## config.mk

```make
export PLATFORM = sky130hd
export DESIGN_NAME = fir_ctrl_regs
export DESIGN_NICKNAME = d
export VERILOG_FILES = /design/src/design/fir_pkg.sv /design/src/design/fir_ctrl_regs.sv
export SDC_FILE = /design/constraint.sdc
export NUM_CORES = 1
export LEC_CHECK = 0
export BUFFER_PORTS_ARGS = -buffer_cell sky130_fd_sc_hd__buf_2
export CORE_ASPECT_RATIO = 0.5
export CORE_MARGIN = 3
export CORE_UTILIZATION = 33
export CTS_CLUSTER_DIAMETER = 150
export DETAILED_ROUTE_END_ITERATION = 10
export PLACE_DENSITY_LB_ADDON = 0.15
export SLEW_MARGIN = 20
export SYNTH_ARGS = -nofsm -noshare
export SYNTH_HDL_FRONTEND = slang
export SYNTH_SLANG_ARGS = --single-unit
```

## constraint.sdc

```tcl
create_clock -name clk -period 1.8 [get_ports clk]
set_input_delay 0.09 -clock clk [delete_from_list [all_inputs] [get_ports clk]]
set_output_delay 0.09 -clock clk [all_outputs]
set_load 0.02 [all_outputs]
```

## src/design/fir_pkg.sv

```systemverilog
package fir_pkg;

  //--------------------------------------------------------------------------
  // Datapath sizes
  //--------------------------------------------------------------------------

  // One real sample, half of an I/Q word
  localparam int SAMPLE_W  = 16;
  localparam int COEFF_W   = 16;
  localparam int NUM_TAPS  = 8;
  // Full product of sample and coefficient
  localparam int PROD_W    = SAMPLE_W + COEFF_W;
  // Product width plus log2(NUM_TAPS) growth bits
  localparam int ACC_W     = 35;
  // Q15 coefficients, so drop 15 fraction bits
  localparam int OUT_SHIFT = 15;

  // Largest positive coefficient, unity gain in Q15
  localparam logic signed [COEFF_W-1:0] COEFF_UNITY = {1'b0, {(COEFF_W-1){1'b1}}};

  //--------------------------------------------------------------------------
  // Control port map
  //--------------------------------------------------------------------------

  localparam int CTRL_ADDR_W  = 20;
  localparam int CTRL_DATA_W  = 32;
  // Low bits pick the register, the rest pick the block
  localparam int REG_ADDR_W   = 4;
  localparam int BLOCK_ADDR_W = CTRL_ADDR_W - REG_ADDR_W;
  localparam logic [CTRL_ADDR_W-1:0] FIR_BASE_ADDR = 20'h00004;

  // Byte offsets within the block
  typedef enum logic [REG_ADDR_W-1:0] {
    REG_NUM_TAPS        = 4'd0,
    REG_LOAD_COEFF      = 4'd4,
    REG_LOAD_COEFF_LAST = 4'd8
  } fir_reg_e;

  typedef struct packed {
    logic                   wr;
    logic                   rd;
    logic [CTRL_ADDR_W-1:0] addr;
    logic [CTRL_DATA_W-1:0] data;
  } ctrl_req_t;

  typedef struct packed {
    logic                   ack;
    logic [CTRL_DATA_W-1:0] data;
  } ctrl_resp_t;

  // I in the upper half, Q in the lower half
  typedef struct packed {
    logic [SAMPLE_W-1:0] i;
    logic [SAMPLE_W-1:0] q;
  } iq_sample_t;

  // Coefficient reload stream entry
  typedef struct packed {
    logic [COEFF_W-1:0] data;
    logic               last;
  } coeff_reload_t;

endpackage

```

## src/design/fir_ctrl_regs.sv

```systemverilog
`timescale 1ns/1ps

module fir_ctrl_regs
  import fir_pkg::*;
(
  input  logic          clk,
  input  logic          rst,
  input  ctrl_req_t     ctrl_req,
  output ctrl_resp_t    ctrl_resp,
  output coeff_reload_t reload,
  output logic          reload_valid,
  input  logic          reload_ready
);

  //--------------------------------------------------------------------------
  // Address decode
  //--------------------------------------------------------------------------

  logic [BLOCK_ADDR_W-1:0] block_addr;
  fir_reg_e                reg_addr;
  logic                    block_hit;
  logic                    wr_hit;
  logic                    rd_hit;

  // Byte lane bits are dropped from the register offset
  assign block_addr = ctrl_req.addr[CTRL_ADDR_W-1:REG_ADDR_W];
  assign reg_addr   = fir_reg_e'({ctrl_req.addr[REG_ADDR_W-1:2], 2'b00});
  assign block_hit  = (block_addr == FIR_BASE_ADDR[BLOCK_ADDR_W-1:0]);
  assign wr_hit     = ctrl_req.wr && block_hit;
  assign rd_hit     = ctrl_req.rd && block_hit;

  //--------------------------------------------------------------------------
  // Response and reload control
  //--------------------------------------------------------------------------

  always_ff @(posedge clk) begin
    if (rst) begin
      ctrl_resp    <= '0;
      reload_valid <= 1'b0;
    end else begin
      // Ack is a single-cycle pulse
      ctrl_resp.ack  <= 1'b0;
      ctrl_resp.data <= '0;

      // Write completes once both channels took the entry
      if (reload_valid && reload_ready) begin
        reload_valid  <= 1'b0;
        ctrl_resp.ack <= 1'b1;
      end

      // Either load register starts a reload entry
      if (wr_hit) begin
        if (reg_addr == REG_LOAD_COEFF || reg_addr == REG_LOAD_COEFF_LAST) begin
          reload_valid <= 1'b1;
        end
      end

      // Only the tap count is readable
      if (rd_hit && reg_addr == REG_NUM_TAPS) begin
        ctrl_resp.ack  <= 1'b1;
        ctrl_resp.data <= CTRL_DATA_W'(NUM_TAPS);
      end
    end
  end

  // Reload payload, held until accepted
  always_ff @(posedge clk) begin
    if (wr_hit) begin
      case (reg_addr)
        REG_LOAD_COEFF: begin
          reload.data <= ctrl_req.data[COEFF_W-1:0];
          reload.last <= 1'b0;
        end
        REG_LOAD_COEFF_LAST: begin
          reload.data <= ctrl_req.data[COEFF_W-1:0];
          reload.last <= 1'b1;
        end
        default: ;
      endcase
    end
  end

endmodule

```

==> impl_metrics.xml, run 1 <==
<?xml version="1.0" encoding="UTF-8"?>
<metrics>
  <group name="critical_path">
    <metric name="endpoint_kind" unit="">flop</metric>
    <metric name="critical_path_class" unit="">in -&gt; reg</metric>
    <metric name="path_cells" unit="">buf_2 -&gt; nor4_1 -&gt; nand4_1 -&gt; nor2_1 -&gt; buf_4</metric>
    <metric name="required" unit="ps">1750</metric>
    <metric name="setup.worst_path.start" unit="">ctrl_req[37]</metric>
    <metric name="worstPathArrival" unit="ps">1060</metric>
    <metric name="delay_contributed_by_the_slowest_stage_of_the_critical_path" unit="ps">300</metric>
    <metric name="r2r-start" unit="">reload_valid</metric>
    <metric name="crit_path_start_kind" unit="">input port</metric>
    <metric name="destination_of_the_worst_register_to_register_timing_path" unit="">reload_valid</metric>
    <metric name="cpMaxStageDelayCell" unit="">nor4_1</metric>
    <metric name="worst-r2r-cell-count" unit="">2</metric>
    <metric name="timing.reg2reg.setup_slack" unit="ps">860</metric>
    <metric name="critPathMaxFanout" unit="">17</metric>
  </group>
  <group name="placed_design">
    <metric name="place.port_buffers" unit="">58</metric>
    <metric name="globalplace.congestion" unit="">0.664</metric>
    <metric name="place_worst_setup_slack" unit="ps">392</metric>
    <metric name="placed_cells_incl_taps" unit="">168</metric>
  </group>
  <group name="route">
    <metric name="wl_per_cell" unit="um">9.70</metric>
    <metric name="drt_drc_violations_left" unit="">0</metric>
    <metric name="vias_per_cell" unit="">3.83</metric>
    <metric name="drt_pass1_iterations" unit="">4</metric>
    <metric name="detail_route.iter0.violations" unit="">16</metric>
    <metric name="dr_total_vias" unit="">671</metric>
    <metric name="antenna_violating_nets_post_route" unit="">0</metric>
    <metric name="detail_route.wirelength" unit="um">1700</metric>
  </group>
  <group name="sta">
    <metric name="totalNegativeSetupSlack" unit="ps">0</metric>
    <metric name="maxSlewViolCount" unit="">0</metric>
    <metric name="max_freq" unit="MHz">902</metric>
    <metric name="worst_clock_skew" unit="ps">0.247</metric>
    <metric name="final.setup.worst_slack" unit="ps">692</metric>
    <metric name="unrepaired_setup_endpoints_after_global_routing" unit="">no</metric>
    <metric name="final.period_utilization" unit="">0.616</metric>
    <metric name="timing_hold_violations_final" unit="">0</metric>
    <metric name="final_period_minus_worst_setup_slack" unit="ps">1110</metric>
    <metric name="final-setup-viol-count" unit="">0</metric>
  </group>
  <group name="worst_hold_path">
    <metric name="hold_path_end" unit="">reload[12]</metric>
    <metric name="hold_depth" unit="">1</metric>
    <metric name="holdCritStartpoint" unit="">ctrl_req[11]</metric>
    <metric name="holdCritPathClass" unit="">in -&gt; reg</metric>
  </group>
  <group name="clock_tree">
    <metric name="clock_insertion_delay_worst_skew" unit="ps">250</metric>
    <metric name="numClockSinks" unit="">20</metric>
    <metric name="ctsHtreeMaxLevel" unit="">1</metric>
    <metric name="max-clock-path-buffers" unit="">2</metric>
    <metric name="ctsRootBufferMaster" unit="">clkbuf_8</metric>
    <metric name="tritoncts" unit="">yes</metric>
    <metric name="post_cts.repair.setup_buffers" unit="">0</metric>
    <metric name="reg_clk_slew_reported_paths" unit="ps">70</metric>
    <metric name="cts_buffer_count" unit="">3</metric>
  </group>
  <group name="finish">
    <metric name="n_fill_cell" unit="">250</metric>
    <metric name="ff_latch_area" unit="um^2">571</metric>
    <metric name="diodes" unit="">0</metric>
    <metric name="leading_cell_type_in_the_layout_fill_and_taps_excluded" unit="">buf_2</metric>
    <metric name="finish.cell_count_without_fillers" unit="">175</metric>
    <metric name="footprint_of_the_multi_input_gates" unit="um^2">265</metric>
    <metric name="layout.core_utilization" unit="">0.480</metric>
    <metric name="most_frequent_cells_in_the_layout" unit="">buf_2 (58), conb_1 (31), edfxtp_1 (17)</metric>
    <metric name="area_growth_syn_to_layout" unit="%">33.8</metric>
    <metric name="nets" unit="">198</metric>
    <metric name="layout-drive-gt1-share" unit="">0.471</metric>
  </group>
  <group name="floorplan">
    <metric name="initial_utilization" unit="">0.359</metric>
    <metric name="die_area" unit="mm^2">0.00364</metric>
    <metric name="area_inside_the_core_boundary" unit="mm^2">0.00268</metric>
    <metric name="pin_count" unit="">108</metric>
    <metric name="core.rowCount" unit="">13</metric>
    <metric name="floorplan.die.height" unit="um">44.2</metric>
    <metric name="die_w" unit="um">82.4</metric>
  </group>
  <group name="global_routing">
    <metric name="grt_usage" unit="">0.0857</metric>
    <metric name="grt_pass1_wl" unit="um">2320</metric>
    <metric name="largest_net_degree_at_the_start_of_global_routing" unit="">18</metric>
    <metric name="overflow" unit="">0</metric>
    <metric name="number_of_global_route_vias_before_repair" unit="">549</metric>
    <metric name="number_of_antenna_violations_at_the_first_check_in_global_routing" unit="">0</metric>
  </group>
  <group name="logic_synthesis">
    <metric name="ys_warn_count" unit="">0</metric>
    <metric name="avgSynthCellArea" unit="um^2">13.2</metric>
    <metric name="ys_types" unit="">16</metric>
    <metric name="async_reset_ff_frac" unit="">0</metric>
    <metric name="synthesis.instances" unit="">73</metric>
    <metric name="synth-seq-area-share" unit="">0.592</metric>
    <metric name="synth-edff-count" unit="">17</metric>
    <metric name="ys.flop_type" unit="">edfxtp_1</metric>
    <metric name="synth_area" unit="um^2">963</metric>
    <metric name="ys_seq_elements" unit="">20</metric>
  </group>
  <group name="job">
    <metric name="timing.max_cap.violations" unit="">0</metric>
  </group>
  <group name="pwr">
    <metric name="report.power.total" unit="uW">1050</metric>
    <metric name="power.static_leakage" unit="uW">0.000606</metric>
    <metric name="power_per_cell_area" unit="mW/mm^2">818</metric>
    <metric name="maximum_vdd_drop" unit="mV">0.421</metric>
  </group>
  <group name="run_status">
    <metric name="status" unit="">finished clean</metric>
  </group>
</metrics>
==> cells in the mapped netlist (2+ instances only) <==
master    instances  area (um^2)
ha_1              2         25.0
nand2_1           2         7.51
nand4_1           2         12.5
nor4b_1           2         17.5
nor4_1            4         25.0
edfxtp_1         17          510
dfxtp_1           3         60.1
inv_1             2         7.51
o31ai_1           2         15.0
buf_4            31          233
==> flip-flops by register name (all words and copies together), names as in the netlist <==
signal and flops:
reload 17, ctrl_resp 2, reload_valid 1
==> layer usage <==
metal  up-vias  routed length, um  GRT usage
li1        327                  -          -
met1       290                615     0.0958
met2        52                809      0.148
met3         2                246     0.0305
met4         0                 25     0.0397
met5         -                  0          0
==> worst max-delay path by stage <==
stage / to / depth (start not counted)
final: reload[11] / 5
after global routing: reload[2] / 5
after CTS: reload[2] / 5
after detailed placement: reload[11] / 5
after global placement: reload[11] / 5
after floorplan: reload[0] / 3
==> cell type report <==
type	instances	area share
clock inverters	1	0.0233
flip-flops and latches	20	0.443
clock buffers	3	0.0320
multi-input cells	50	0.206
repair buffers	62	0.254
inverters	2	0.00583
well taps	37	0.0359
==> through the flow <==
stage	area, um^2	hold WS [ps]
5_1_grt	1290	1.04
6_report	1290	9.04
4_1_cts	1280	1.16
3_5_place_dp	1190	268
2_1_floorplan	1080	168
3_3_place_gp	1190	266
==> kinds of logic after synthesis <==
kind of cell             after synthesis  synth area share
flip-flops                            20             0.592
AND/OR/NAND/NOR                       15             0.113
other                                  1           0.00389
AO/OA/AOI/OAI                          2            0.0156
adder cells (fa/ha/maj)                2            0.0260
buffers and inverters                 33             0.249
==> worst max-delay path: cells and delay by family <==
kind | cells | cell delay [ps]
buffers and inverters | 2 | 350
and+or+nand+nor | 3 | 610
==> power breakdown <==
| part | internal [uW] | switching (uW) | leakage, uW | total [uW] |
|---|---|---|---|---|
| logic | 38.6 | 81.2 | 0.000394 | 120 |
| clock network | 296 | 137 | 0.0000357 | 434 |
| registers | 501 | 0.000673 | 0.000176 | 501 |
| total | 836 | 218 | 0.000606 | 1050 |
==> repair_timing <==
action / CTS / global route
hold buffers: 2 / 1
endpoints found under the hold margin: 2 / 1
gates resized for setup: 0 / 0
(Power assumes the default switching activity.)
==> run 2, diff against run 1 <==
clock period = 1.1 ns   (was 1.8 ns; I/O delays follow)
==> impl_metrics.xml, run 2 (synthesis results as in run 1) <==
<?xml version="1.0" encoding="UTF-8"?>
<metrics>
  <group name="finish">
    <metric name="diodes" unit="">0</metric>
    <metric name="leading_cell_type_in_the_layout_fill_and_taps_excluded" unit="">buf_2</metric>
    <metric name="post-route-cell-area" unit="mm^2">0.00148</metric>
    <metric name="most_frequent_cells_in_the_layout" unit="">buf_2 (58), conb_1 (31), edfxtp_1 (17)</metric>
    <metric name="area_growth_syn_to_layout" unit="%">53.1</metric>
    <metric name="layout-drive-gt1-share" unit="">0.458</metric>
    <metric name="n_fill_cell" unit="">247</metric>
    <metric name="largest_reg_flops" unit="">17</metric>
    <metric name="nets" unit="">215</metric>
    <metric name="finish.cell_count_without_fillers" unit="">192</metric>
    <metric name="reg.largest.list" unit="">reload (17), ctrl_resp (2), reload_valid (1)</metric>
    <metric name="regMostFlops" unit="">reload</metric>
  </group>
  <group name="pwr">
    <metric name="combinationalPowerShare" unit="">0.139</metric>
    <metric name="netSwitchingFraction" unit="">0.205</metric>
    <metric name="maximum_vdd_drop" unit="mV">0.660</metric>
    <metric name="total_switching_power" unit="uW">362</metric>
    <metric name="power_per_cell_area" unit="mW/mm^2">1200</metric>
    <metric name="power.static_leakage" unit="uW">0.000682</metric>
    <metric name="sequentialPowerShare" unit="">0.464</metric>
    <metric name="clkPwrFrac" unit="">0.397</metric>
    <metric name="p_int" unit="uW">1410</metric>
  </group>
  <group name="route">
    <metric name="drt_pass1_iterations" unit="">2</metric>
    <metric name="dr_total_vias" unit="">739</metric>
    <metric name="detail_route.iter0.violations" unit="">10</metric>
    <metric name="detail_route.wirelength" unit="um">1960</metric>
    <metric name="wl_per_cell" unit="um">10.2</metric>
    <metric name="drt_drc_violations_left" unit="">0</metric>
    <metric name="vias_per_cell" unit="">3.85</metric>
    <metric name="antenna_violating_nets_post_route" unit="">0</metric>
  </group>
  <group name="floorplan">
    <metric name="core.rowCount" unit="">13</metric>
    <metric name="area_inside_the_core_boundary" unit="mm^2">0.00268</metric>
    <metric name="initial_utilization" unit="">0.359</metric>
    <metric name="die_w" unit="um">82.4</metric>
    <metric name="pin_count" unit="">108</metric>
    <metric name="die_area" unit="mm^2">0.00364</metric>
    <metric name="floorplan.die.height" unit="um">44.2</metric>
  </group>
  <group name="placed_design">
    <metric name="place.port_buffers" unit="">58</metric>
    <metric name="dp.final_hpwl" unit="um">1520</metric>
    <metric name="placed_cells_incl_taps" unit="">171</metric>
    <metric name="globalplace.congestion" unit="">0.623</metric>
    <metric name="dpl-instance-area" unit="mm^2">0.00124</metric>
  </group>
  <group name="sta">
    <metric name="timing_hold_violations_final" unit="">0</metric>
    <metric name="maxSlewViolCount" unit="">0</metric>
    <metric name="final-setup-viol-count" unit="">0</metric>
    <metric name="worst_clock_skew" unit="ps">0.696</metric>
    <metric name="final.period_utilization" unit="">0.945</metric>
    <metric name="final_period_minus_worst_setup_slack" unit="ps">1040</metric>
    <metric name="max_freq" unit="MHz">962</metric>
    <metric name="unrepaired_setup_endpoints_after_global_routing" unit="">no</metric>
  </group>
  <group name="global_routing">
    <metric name="globalRoute.busiestLayer" unit="">met2</metric>
    <metric name="use_met3" unit="">0.0305</metric>
    <metric name="number_of_global_route_vias_before_repair" unit="">720</metric>
    <metric name="grt_usage" unit="">0.109</metric>
    <metric name="gr-usage-met1" unit="">0.103</metric>
    <metric name="grt_pass1_wl" unit="um">2970</metric>
    <metric name="overflow" unit="">0</metric>
    <metric name="met2_resource_use_gr" unit="">0.223</metric>
    <metric name="largest_net_degree_at_the_start_of_global_routing" unit="">18</metric>
    <metric name="number_of_antenna_violations_at_the_first_check_in_global_routing" unit="">0</metric>
  </group>
  <group name="critical_path">
    <metric name="setup.worst_path.start" unit="">ctrl_req[40]</metric>
    <metric name="worstPathArrival" unit="ps">1010</metric>
    <metric name="r2r-start" unit="">reload_valid</metric>
    <metric name="critPathMaxFanout" unit="">17</metric>
    <metric name="critical_path_class" unit="">in -&gt; reg</metric>
    <metric name="endpoint_kind" unit="">flop</metric>
    <metric name="required" unit="ps">1070</metric>
    <metric name="crit_path_start_kind" unit="">input port</metric>
  </group>
  <group name="clock_tree">
    <metric name="ctsRootBufferMaster" unit="">clkbuf_8</metric>
    <metric name="ctsHtreeMaxLevel" unit="">1</metric>
    <metric name="reg_clk_slew_reported_paths" unit="ps">70</metric>
    <metric name="tritoncts" unit="">yes</metric>
    <metric name="postCtsResizedCells" unit="">0</metric>
    <metric name="clock_insertion_delay_worst_skew" unit="ps">250</metric>
    <metric name="max-clock-path-buffers" unit="">2</metric>
    <metric name="cts_buffer_count" unit="">3</metric>
    <metric name="numClockSinks" unit="">20</metric>
  </group>
  <group name="worst_hold_path">
    <metric name="holdCritStartpoint" unit="">rst</metric>
    <metric name="holdCritPathClass" unit="">in -&gt; reg</metric>
  </group>
  <group name="run_status">
    <metric name="status" unit="">finished clean</metric>
  </group>
  <group name="job">
    <metric name="timing.max_cap.violations" unit="">0</metric>
  </group>
</metrics>
-- run 2: final timing paths --
path / to / slack [ps] / depth (start not counted)
setup / recovery: reload[3] / 60 / 5
hold reg to reg: ctrl_resp[32] / 510 / 2
hold / removal: ctrl_resp[3] / 20 / 2
setup reg to reg: reload_valid / 140 / 2
-- run 2: timing repair --
item,4_1_cts,5_1_grt
endpoints found under the setup margin,0,17
hold buffers,16,0
endpoints found under the hold margin,16,0
buffers inserted,0,1
-- run 2: power by group through the flow --
| stage | combinational, uW | clock [uW] | sequential, uW |
|---|---|---|---|
| 2_1_floorplan | 194 | 0 | 837 |
| 3_3_place_gp | 198 | 0 | 837 |
| 3_5_place_dp | 200 | 0 | 837 |
| 4_1_cts | 244 | 727 | 820 |
| 5_1_grt | 271 | 771 | 820 |
| 6_report | 246 | 702 | 821 |
-- run 2: layer usage --
metal | up-vias | wire length (um) | share of wire
li1 | 360 | - | -
met1 | 324 | 623 | 0.32
met2 | 50 | 1040 | 0.53
met3 | 5 | 275 | 0.14
met4 | 0 | 24 | 0.012
met5 | - | 0 | 0
-- run 2: layout make-up --
type	count	area (um^2)	area share
clock buffers	3	41.3	0.0280
repair buffers	79	500	0.339
well taps	37	46.3	0.0314
flip-flops and latches	20	571	0.387
clock inverters	1	30.0	0.0204
inverters	2	7.51	0.00509
multi-input cells	50	279	0.189
-- run 2: worst max-delay path, cell delays in order --
cell,delay (ps)
buf_2,100
nor4_1,300
nand4_1,230
nor2_4,160
buf_12,160
-- run 2: through the flow --
stage	setup WS, ps	hold slack [ps]	TNS, ps	power [uW]	util
floorplan	-75.3	133	-1280	1030	-
global placement	-221	233	-3750	1030	0.461
detailed placement	-213	233	-3600	1040	0.461
CTS	62.0	16.6	0	1790	0.547
global route	10.0	41.9	0	1860	0.550
finish	60.7	22.3	0	1770	0.550
